===== src/include/rnn_defines.svh =====
`ifndef RNN_DEFINES_SVH
`define RNN_DEFINES_SVH

// Network sizes
`define VOCAB_SIZE   76
`define EMBED_SIZE   4
`define HIDDEN_SIZE  8

// Q8.8 fixed point
`define WORD_W       16
`define FRAC_BITS    8

// Memory port widths
`define ADDR_W       27
`define TOKEN_W      7

// Weight memory map, one word per address
`define EMBED_BASE   0      // token*EMBED_SIZE + k
`define W_IH_BASE    304    // row*EMBED_SIZE + k
`define W_HH_BASE    336    // row*HIDDEN_SIZE + j
`define B_IH_BASE    400
`define B_HH_BASE    408
`define MEM_WORDS    416

`endif


===== src/design/rnn_pkg.sv =====
`default_nettype none

`include "rnn_defines.svh"

package rnn_pkg;

    typedef logic signed [`WORD_W-1:0] word_t;          // Signed Q8.8

    typedef word_t [`EMBED_SIZE-1:0] embed_vec_t;
    typedef word_t [`HIDDEN_SIZE-1:0] hidden_vec_t;

    typedef logic [$clog2(`HIDDEN_SIZE)-1:0] neuron_idx_t;
    typedef logic [`TOKEN_W-1:0] token_t;
    typedef logic [`ADDR_W-1:0] mem_addr_t;

    typedef struct packed {
        mem_addr_t addr;
        logic      read;                                // One-cycle strobe
    } mem_req_t;

    typedef struct packed {
        word_t data;
        logic  valid;                                   // One-cycle answer
    } mem_rsp_t;

    // Full product, arithmetic shift by the fraction, low word kept
    function automatic word_t mul_q(input word_t a, input word_t b);
        logic signed [2*`WORD_W-1:0] prod;
        prod = a * b;
        return word_t'(prod >>> `FRAC_BITS);
    endfunction

endpackage

`default_nettype wire


===== src/design/rnn_step_ctrl.sv =====
`default_nettype none

`include "rnn_defines.svh"

module rnn_step_ctrl (
    input  logic                clk,
    input  logic                reset,
    input  logic                execute,
    input  rnn_pkg::token_t     token,
    input  rnn_pkg::mem_rsp_t   mem_a_rsp,
    input  rnn_pkg::mem_req_t   ih_req,
    input  logic                neuron_done,
    output rnn_pkg::mem_req_t   mem_a_req,
    output rnn_pkg::mem_rsp_t   ih_rsp,
    output rnn_pkg::embed_vec_t embedding,
    output logic                start,
    output rnn_pkg::neuron_idx_t row,
    output logic                commit,
    output logic                done
);
    import rnn_pkg::*;

    localparam int EMB_W = $clog2(`EMBED_SIZE);

    typedef enum logic [2:0] {
        S_IDLE,
        S_EMB_REQ,
        S_EMB_WAIT,
        S_ROW_START,
        S_ROW_WAIT,
        S_COMMIT,
        S_DONE
    } state_t;

    state_t           state;
    state_t           next_state;
    token_t           token_q;
    logic [EMB_W-1:0] emb_cnt;
    mem_addr_t        fetch_addr;
    logic             fetch_phase;
    logic             a_pending;

    assign fetch_addr = mem_addr_t'(`EMBED_BASE + token_q * `EMBED_SIZE + emb_cnt);
    assign fetch_phase = (state == S_EMB_REQ) || (state == S_EMB_WAIT);

    assign start = (state == S_ROW_START);
    assign commit = (state == S_COMMIT);
    assign done = (state == S_DONE);

    // Port A belongs to the embedding fetch first, then to the input path
    always_comb
    begin
        if (fetch_phase)
        begin
            mem_a_req.addr = fetch_addr;
            mem_a_req.read = (state == S_EMB_REQ);
            ih_rsp = '0;
        end
        else
        begin
            mem_a_req = ih_req;
            ih_rsp = mem_a_rsp;
        end
    end

    always_comb
    begin
        next_state = state;
        case (state)
            S_IDLE:
            begin
                if (execute)
                    next_state = S_EMB_REQ;
            end
            S_EMB_REQ:   next_state = S_EMB_WAIT;
            S_EMB_WAIT:
            begin
                if (mem_a_rsp.valid)
                    next_state = (emb_cnt == EMB_W'(`EMBED_SIZE - 1)) ? S_ROW_START : S_EMB_REQ;
            end
            S_ROW_START: next_state = S_ROW_WAIT;
            S_ROW_WAIT:
            begin
                if (neuron_done)
                    next_state = (row == neuron_idx_t'(`HIDDEN_SIZE - 1)) ? S_COMMIT : S_ROW_START;
            end
            S_COMMIT:    next_state = S_DONE;
            S_DONE:      next_state = S_IDLE;
            default:     next_state = S_IDLE;
        endcase
    end

    always_ff @(posedge clk)
    begin
        if (reset)
        begin
            state <= S_IDLE;
            emb_cnt <= '0;
            row <= '0;
        end
        else
        begin
            state <= next_state;
            if (state == S_IDLE && execute)
            begin
                emb_cnt <= '0;
                row <= '0;
            end
            if (state == S_EMB_WAIT && mem_a_rsp.valid)
                emb_cnt <= emb_cnt + 1'b1;
            if (state == S_ROW_WAIT && neuron_done)
                row <= row + 1'b1;                      // Wraps to 0 after the last row
        end
    end

    always_ff @(posedge clk)
    begin
        if (state == S_IDLE && execute)
            token_q <= token;                           // Held for the whole step
        if (state == S_EMB_WAIT && mem_a_rsp.valid)
            embedding[emb_cnt] <= mem_a_rsp.data;
    end

    // Tracks the single read allowed on port A, whoever issued it
    always_ff @(posedge clk)
    begin
        if (reset)
            a_pending <= 1'b0;
        else if (mem_a_req.read)
            a_pending <= 1'b1;
        else if (mem_a_rsp.valid)
            a_pending <= 1'b0;
    end

    a_one_outstanding: assert property (@(posedge clk) disable iff (reset)
        mem_a_req.read |-> !a_pending);

endmodule

`default_nettype wire


===== src/design/dot_path.sv =====
`default_nettype none

`include "rnn_defines.svh"

module dot_path #(
    parameter type vec_t       = rnn_pkg::embed_vec_t,
    parameter int  LENGTH      = `EMBED_SIZE,
    parameter int  WEIGHT_BASE = `W_IH_BASE,
    parameter int  BIAS_BASE   = `B_IH_BASE
) (
    input  logic                 clk,
    input  logic                 reset,
    input  logic                 start,
    input  rnn_pkg::neuron_idx_t row,
    input  vec_t                 operand,
    input  rnn_pkg::mem_rsp_t    mem_rsp,
    output rnn_pkg::mem_req_t    mem_req,
    output rnn_pkg::word_t       result,
    output logic                 result_valid
);
    import rnn_pkg::*;

    localparam int IDX_W = (LENGTH > 1) ? $clog2(LENGTH) : 1;

    typedef enum logic [2:0] {
        S_IDLE,
        S_REQ,
        S_WAIT,
        S_MAC,
        S_BREQ,
        S_BWAIT,
        S_RESULT
    } state_t;

    state_t           state;
    state_t           next_state;
    logic [IDX_W-1:0] idx;
    word_t            weight_q;
    word_t            acc;
    word_t            result_q;
    mem_addr_t        weight_addr;
    mem_addr_t        bias_addr;

    assign weight_addr = mem_addr_t'(WEIGHT_BASE + row * LENGTH + idx);
    assign bias_addr = mem_addr_t'(BIAS_BASE + row);

    always_comb
    begin
        mem_req.read = (state == S_REQ) || (state == S_BREQ);
        if (state == S_BREQ)
            mem_req.addr = bias_addr;
        else
            mem_req.addr = weight_addr;
    end

    assign result = result_q;
    assign result_valid = (state == S_RESULT);

    always_comb
    begin
        next_state = state;
        case (state)
            S_IDLE:
            begin
                if (start)
                    next_state = S_REQ;
            end
            S_REQ:    next_state = S_WAIT;
            S_WAIT:
            begin
                if (mem_rsp.valid)
                    next_state = S_MAC;
            end
            S_MAC:    next_state = (idx == IDX_W'(LENGTH - 1)) ? S_BREQ : S_REQ;
            S_BREQ:   next_state = S_BWAIT;
            S_BWAIT:
            begin
                if (mem_rsp.valid)
                    next_state = S_RESULT;
            end
            S_RESULT: next_state = S_IDLE;
            default:  next_state = S_IDLE;
        endcase
    end

    always_ff @(posedge clk)
    begin
        if (reset)
            state <= S_IDLE;
        else
            state <= next_state;
    end

    always_ff @(posedge clk)
    begin
        case (state)
            S_IDLE:
            begin
                if (start)
                begin
                    idx <= '0;
                    acc <= '0;
                end
            end
            S_WAIT:
            begin
                if (mem_rsp.valid)
                    weight_q <= mem_rsp.data;
            end
            S_MAC:
            begin
                acc <= acc + mul_q(weight_q, operand[idx]);     // Wraps modulo 2^16
                idx <= idx + 1'b1;
            end
            S_BWAIT:
            begin
                if (mem_rsp.valid)
                    result_q <= acc + mem_rsp.data;
            end
            default: ;
        endcase
    end

    rsp_only_when_waiting: assert property (@(posedge clk) disable iff (reset)
        mem_rsp.valid |-> (state == S_WAIT || state == S_BWAIT));

    start_only_when_idle: assert property (@(posedge clk) disable iff (reset)
        start |-> state == S_IDLE);

endmodule

`default_nettype wire


===== src/design/hidden_update.sv =====
`default_nettype none

module hidden_update (
    input  logic                  clk,
    input  logic                  reset,
    input  rnn_pkg::word_t        ih_result,
    input  logic                  ih_valid,
    input  rnn_pkg::word_t        hh_result,
    input  logic                  hh_valid,
    input  rnn_pkg::neuron_idx_t  row,
    input  logic                  commit,
    output logic                  neuron_done,
    output rnn_pkg::hidden_vec_t  hidden_state
);
    import rnn_pkg::*;

    logic        ih_pend;
    logic        hh_pend;
    word_t       ih_q;
    word_t       hh_q;
    hidden_vec_t new_vec;
    hidden_vec_t old_vec;

    // Both path results held, neuron is written this cycle
    assign neuron_done = ih_pend && hh_pend;
    assign hidden_state = old_vec;

    always_ff @(posedge clk)
    begin
        if (reset)
        begin
            ih_pend <= 1'b0;
            hh_pend <= 1'b0;
            old_vec <= '0;
        end
        else
        begin
            if (ih_valid)
                ih_pend <= 1'b1;
            else if (neuron_done)
                ih_pend <= 1'b0;
            if (hh_valid)
                hh_pend <= 1'b1;
            else if (neuron_done)
                hh_pend <= 1'b0;
            if (commit)
                old_vec <= new_vec;                     // Visible from the next cycle on
        end
    end

    always_ff @(posedge clk)
    begin
        if (ih_valid)
            ih_q <= ih_result;
        if (hh_valid)
            hh_q <= hh_result;
        if (neuron_done)
            new_vec[row] <= ih_q + hh_q;
    end

    no_ih_overrun: assert property (@(posedge clk) disable iff (reset)
        ih_valid |-> !ih_pend);

    no_hh_overrun: assert property (@(posedge clk) disable iff (reset)
        hh_valid |-> !hh_pend);

endmodule

`default_nettype wire


===== src/design/rnn_step_top.sv =====
`default_nettype none

`include "rnn_defines.svh"

module rnn_step_top (
    input  logic                 clk,
    input  logic                 reset,
    input  logic                 execute,
    input  rnn_pkg::token_t      token,
    output rnn_pkg::mem_req_t    mem_a_req,
    input  rnn_pkg::mem_rsp_t    mem_a_rsp,
    output rnn_pkg::mem_req_t    mem_b_req,
    input  rnn_pkg::mem_rsp_t    mem_b_rsp,
    output rnn_pkg::hidden_vec_t hidden_state,
    output logic                 done
);
    import rnn_pkg::*;

    mem_req_t    ih_req;
    mem_rsp_t    ih_rsp;
    embed_vec_t  embedding;
    logic        start;
    neuron_idx_t row;
    word_t       ih_result;
    logic        ih_valid;
    word_t       hh_result;
    logic        hh_valid;
    logic        neuron_done;
    logic        commit;

    rnn_step_ctrl u_ctrl (
        .clk         (clk),
        .reset       (reset),
        .execute     (execute),
        .token       (token),
        .mem_a_rsp   (mem_a_rsp),
        .ih_req      (ih_req),
        .neuron_done (neuron_done),
        .mem_a_req   (mem_a_req),
        .ih_rsp      (ih_rsp),
        .embedding   (embedding),
        .start       (start),
        .row         (row),
        .commit      (commit),
        .done        (done)
    );

    // Input path, shares port A through the sequencer
    dot_path #(
        .vec_t       (embed_vec_t),
        .LENGTH      (`EMBED_SIZE),
        .WEIGHT_BASE (`W_IH_BASE),
        .BIAS_BASE   (`B_IH_BASE)
    ) u_ih_path (
        .clk          (clk),
        .reset        (reset),
        .start        (start),
        .row          (row),
        .operand      (embedding),
        .mem_rsp      (ih_rsp),
        .mem_req      (ih_req),
        .result       (ih_result),
        .result_valid (ih_valid)
    );

    // Recurrent path, owns port B
    dot_path #(
        .vec_t       (hidden_vec_t),
        .LENGTH      (`HIDDEN_SIZE),
        .WEIGHT_BASE (`W_HH_BASE),
        .BIAS_BASE   (`B_HH_BASE)
    ) u_hh_path (
        .clk          (clk),
        .reset        (reset),
        .start        (start),
        .row          (row),
        .operand      (hidden_state),
        .mem_rsp      (mem_b_rsp),
        .mem_req      (mem_b_req),
        .result       (hh_result),
        .result_valid (hh_valid)
    );

    hidden_update u_update (
        .clk          (clk),
        .reset        (reset),
        .ih_result    (ih_result),
        .ih_valid     (ih_valid),
        .hh_result    (hh_result),
        .hh_valid     (hh_valid),
        .row          (row),
        .commit       (commit),
        .neuron_done  (neuron_done),
        .hidden_state (hidden_state)
    );

endmodule

`default_nettype wire


===== config.mk =====
export PLATFORM = sky130hd
export DESIGN_NAME = rnn_step_top
export DESIGN_NICKNAME = d
export VERILOG_FILES = /design/src/design/rnn_pkg.sv /design/src/design/rnn_step_ctrl.sv /design/src/design/dot_path.sv /design/src/design/hidden_update.sv /design/src/design/rnn_step_top.sv
export VERILOG_INCLUDE_DIRS = /design/src /design/src/include
export SDC_FILE = /design/constraint.sdc
export NUM_CORES = 2
export LEC_CHECK = 0
export BUFFER_PORTS_ARGS = -buffer_cell sky130_fd_sc_hd__buf_2
export CAP_MARGIN = 40
export CORE_MARGIN = 8
export CORE_UTILIZATION = 47
export DETAILED_ROUTE_END_ITERATION = 6
export GPL_TIMING_DRIVEN = 1
export SLEW_MARGIN = 20
export SYNTH_ARGS = -nofsm -noshare
export SYNTH_HDL_FRONTEND = slang
export SYNTH_HIERARCHICAL = 1
export SYNTH_SLANG_ARGS = --single-unit

===== constraint.sdc =====
create_clock -name clk -period 10.1 [get_ports clk]
set_clock_uncertainty 0.2 [all_clocks]
set_input_delay 0.505 -clock clk [delete_from_list [all_inputs] [get_ports clk]]
set_output_delay 0.505 -clock clk [all_outputs]
set_load 0.02 [all_outputs]

==> qor.yml <==
outcome:
  status: "finished, final reports clean"
routing:
  wl_per_cell_um: 20.05
  antenna_left: 0
  drt_iter0_markers: 1275
  wl_met1_um: 39860
  met2_length_um: 46190
  highest_layer: "met5"
  avgViaCountPerCell: 5.108
  drc: 0
  firstDrtPassIters: 7
  routed_wl_um: 92790
  vias: 23637
  wl_met3_um: 3890
timing:
  finalSetupViolCount: 0
  report.final.slew_viol_count: 0
  hold_viol_final: 0
  min_period_ns: 9.218
  timing.fmax_mhz: 108.5
  worst_pin_slew_ns: 1.053
  fin_setup_tns_ns: 0
  grt_setup_unrepaired: "no"
  timing.final.crit_share: 0.9127
  relSlewSlack: 0.2978
clocking:
  cts_buffers: 49
  cts_resized: 0
  post-cts-setup-buffers: 0
  clock_sinks: 476
  clk_path_buf_depth: 3
  cts_hold_buf: 39
  cts-htree-levels: 2
  cts_root_buffer: "clkbuf_16"
  clk_pin_slew_ns: 0.06
  cts_tree: "built"
  clock_latency_ns: 0.61
global_routing:
  overflow: 0
  grt_max_degree: 129
  grt_use_total: 0.2163
  grt_pass1_vias: 24515
  grt_pass1_wl_um: 145300
  antenna_found_initial: 4
final_layout:
  nets: 4194
  syn_to_final_growth_pct: 11.47
  drive_gt1_frac: 0.1268
  mostFrequentLayoutCell: "inv_1"
  final_cell_mix: "523 x inv_1, 377 x fa_1, 332 x edfxtp_1, 281 x nand2_1, 272 x nor2_1"
  final_core_util: 0.5266
  n_antenna_cell: 0
  design_area_um2: 40590
worst_setup_path:
  arrival_ns: 9.34
  cp-end-kind: "flip-flop"
  critPathMostFrequentCell: "fa_1"
  slowest_delay_ns: 0.76
  slowest_stage: "edfxtp_1"
  worstSetupPathType: "reg -> reg"
  startpoint_type: "flip-flop"
  critPathMaxFanout: 16
  required_ns: 10.22
logic_synthesis:
  syn-cell-area_um2: 36410
  synthDistinctLibCells: 99
  yosys.area.top_type_share: 0.2738
  syn_area_per_cell_um2: 10.93
  synth_warnings: 6
  seq_area_frac_synth: 0.3529
  synth-main-ff-cell: "edfxtp_1"
  synth-async-reset-ratio: 0
  synth_area_leaders: "edfxtp_1 27%, fa_1 21%, dfxtp_1 7.9%"
  synth.largest_area_cell: "edfxtp_1"
  ys_ff_latch: 476
  synth-edff-count: 332
  synthCells: 3333
floorplanning:
  row_count: 102
  start_util: 0.4724
  die_w_um: 294.4
  pin_count: 229
  die_area_um2: 86640
  dieHeight_um: 294.4
  core_um2: 77080
power:
  power-per-cell-area_nw_per_um2: 228.1
  total_power_mw: 9.258
  p_switching_mw: 3.843
  leakagePower_nw: 17.62
  vdd_ir_drop_max_mv: 0.3832
  p_seq_frac: 0.232
  power_frac_comb: 0.566
  swShare: 0.4152
  p_int_mw: 5.414
  p_clk_frac: 0.202
place:
  dp_hpwl_um: 71160
  io_buffers: 191
  postPlaceCellArea_um2: 38500
  place.gp.congestion: 0.8726
job:
  cap_violations: 0
hold_path:
  hp-class: "in -> reg"
## cell type report
cell class / count / area (µm²)
sequential: 476 / 12850
multi-input combinational: 2201 / 20900
clock inverter: 30 / 314.1
fill: 6979 / 36490
inverter: 527 / 1978
tap: 1040 / 1301
timing repair buffer: 291 / 1876
clock buffer: 62 / 1368
## worst max-delay path: cells and delay by family (launching register included)
| kind | cells | cell delay (ns) |
|---|---|---|
| simple gates | 5 | 0.50 |
| buf+inv | 7 | 0.90 |
| fa+ha+maj | 8 | 3.53 |
| flops | 1 | 0.76 |
| xor+xnor | 2 | 0.30 |
| mux | 2 | 0.65 |
| compound gates | 9 | 2.06 |
## state kept, by name (all words and copies together) (netlist names), 16 cells and up
register               flops
u_ih_path/result          16
u_ih_path/weight_q        16
u_hh_path/acc             16
u_hh_path/result          16
u_update/hh_q             16
u_ctrl/embedding          64
u_ih_path/acc             16
u_update/new_vec         128
u_update/ih_q             16
u_hh_path/weight_q        16
u_update/hidden_state    128
## through the flow
stage               hold WS, ns  std cells  setup slack [ns]
floorplan                0.2003       3367             1.231
global placement         0.2013       4475            0.7015
detailed placement       0.2062       4493            0.7780
CTS                      0.1234       4624            0.7305
global route             0.1742       4627            0.2393
finish                   0.1639       4627            0.8821
## logic make-up (layout without fill, tap and decap cells)
group           after synthesis  after routing  synth area share
fa+ha+maj                   604            604            0.2853
mux                         219            219           0.07508
simple gates                974            974            0.1307
other cells                   4             38         0.0004122
compound gates              236            236           0.04408
xor+xnor                    130            130           0.03302
flops                       476            476            0.3529
buf+inv                     690            910           0.07855
## final timing paths
| kind | from | end | slack (ns) | cells after the start |
|---|---|---|---|---|
| max | u_hh_path/idx[0] | u_hh_path/acc[15] | 0.88 | 33 |
| min | execute | u_ctrl/state[1] | 0.16 | 4 |
| max reg2reg | u_hh_path/idx[0] | u_hh_path/acc[15] | 0.88 | 33 |
| min reg2reg | u_hh_path/result[2] | u_update/hh_q[2] | 0.21 | 0 |
## metal layers
metal  vias to the layer above  GRT usage
li1                      11136          -
met1                     11875     0.2840
met2                       488     0.3719
met3                       136    0.02899
met4                         2    0.06559
met5                         -          0
## power by group through the flow
stage	combinational (mW)	clock [mW]	sequential (mW)
finish	5.24	1.87	2.15
global placement	5.19	0	2.19
detailed placement	5.22	0	2.19
global route	5.89	1.98	2.15
CTS	5.27	1.91	2.15
floorplan	4.11	0	2.17
## synthesized netlist by cell type (14+ instances only)
cell type and instances:
nor2_1 275, ha_1 227, a21o_1 23, clkbuf_1 79, edfxtp_1 332, a21oi_1 75, dfxtp_1 144, mux2_2 14
xor2_1 37, xnor2_1 87, nor2b_1 85, or3_1 14, fa_1 377, nand3_1 26, nor3_1 22, nand2b_1 29
buf_2 29, mux4_2 33, inv_1 523, buf_4 38, mux2i_1 161, and2_1 169, o21ai_1 14, o21ai_0 31
nand2_1 281
Note: power is estimated with default switching activity, not from simulation.
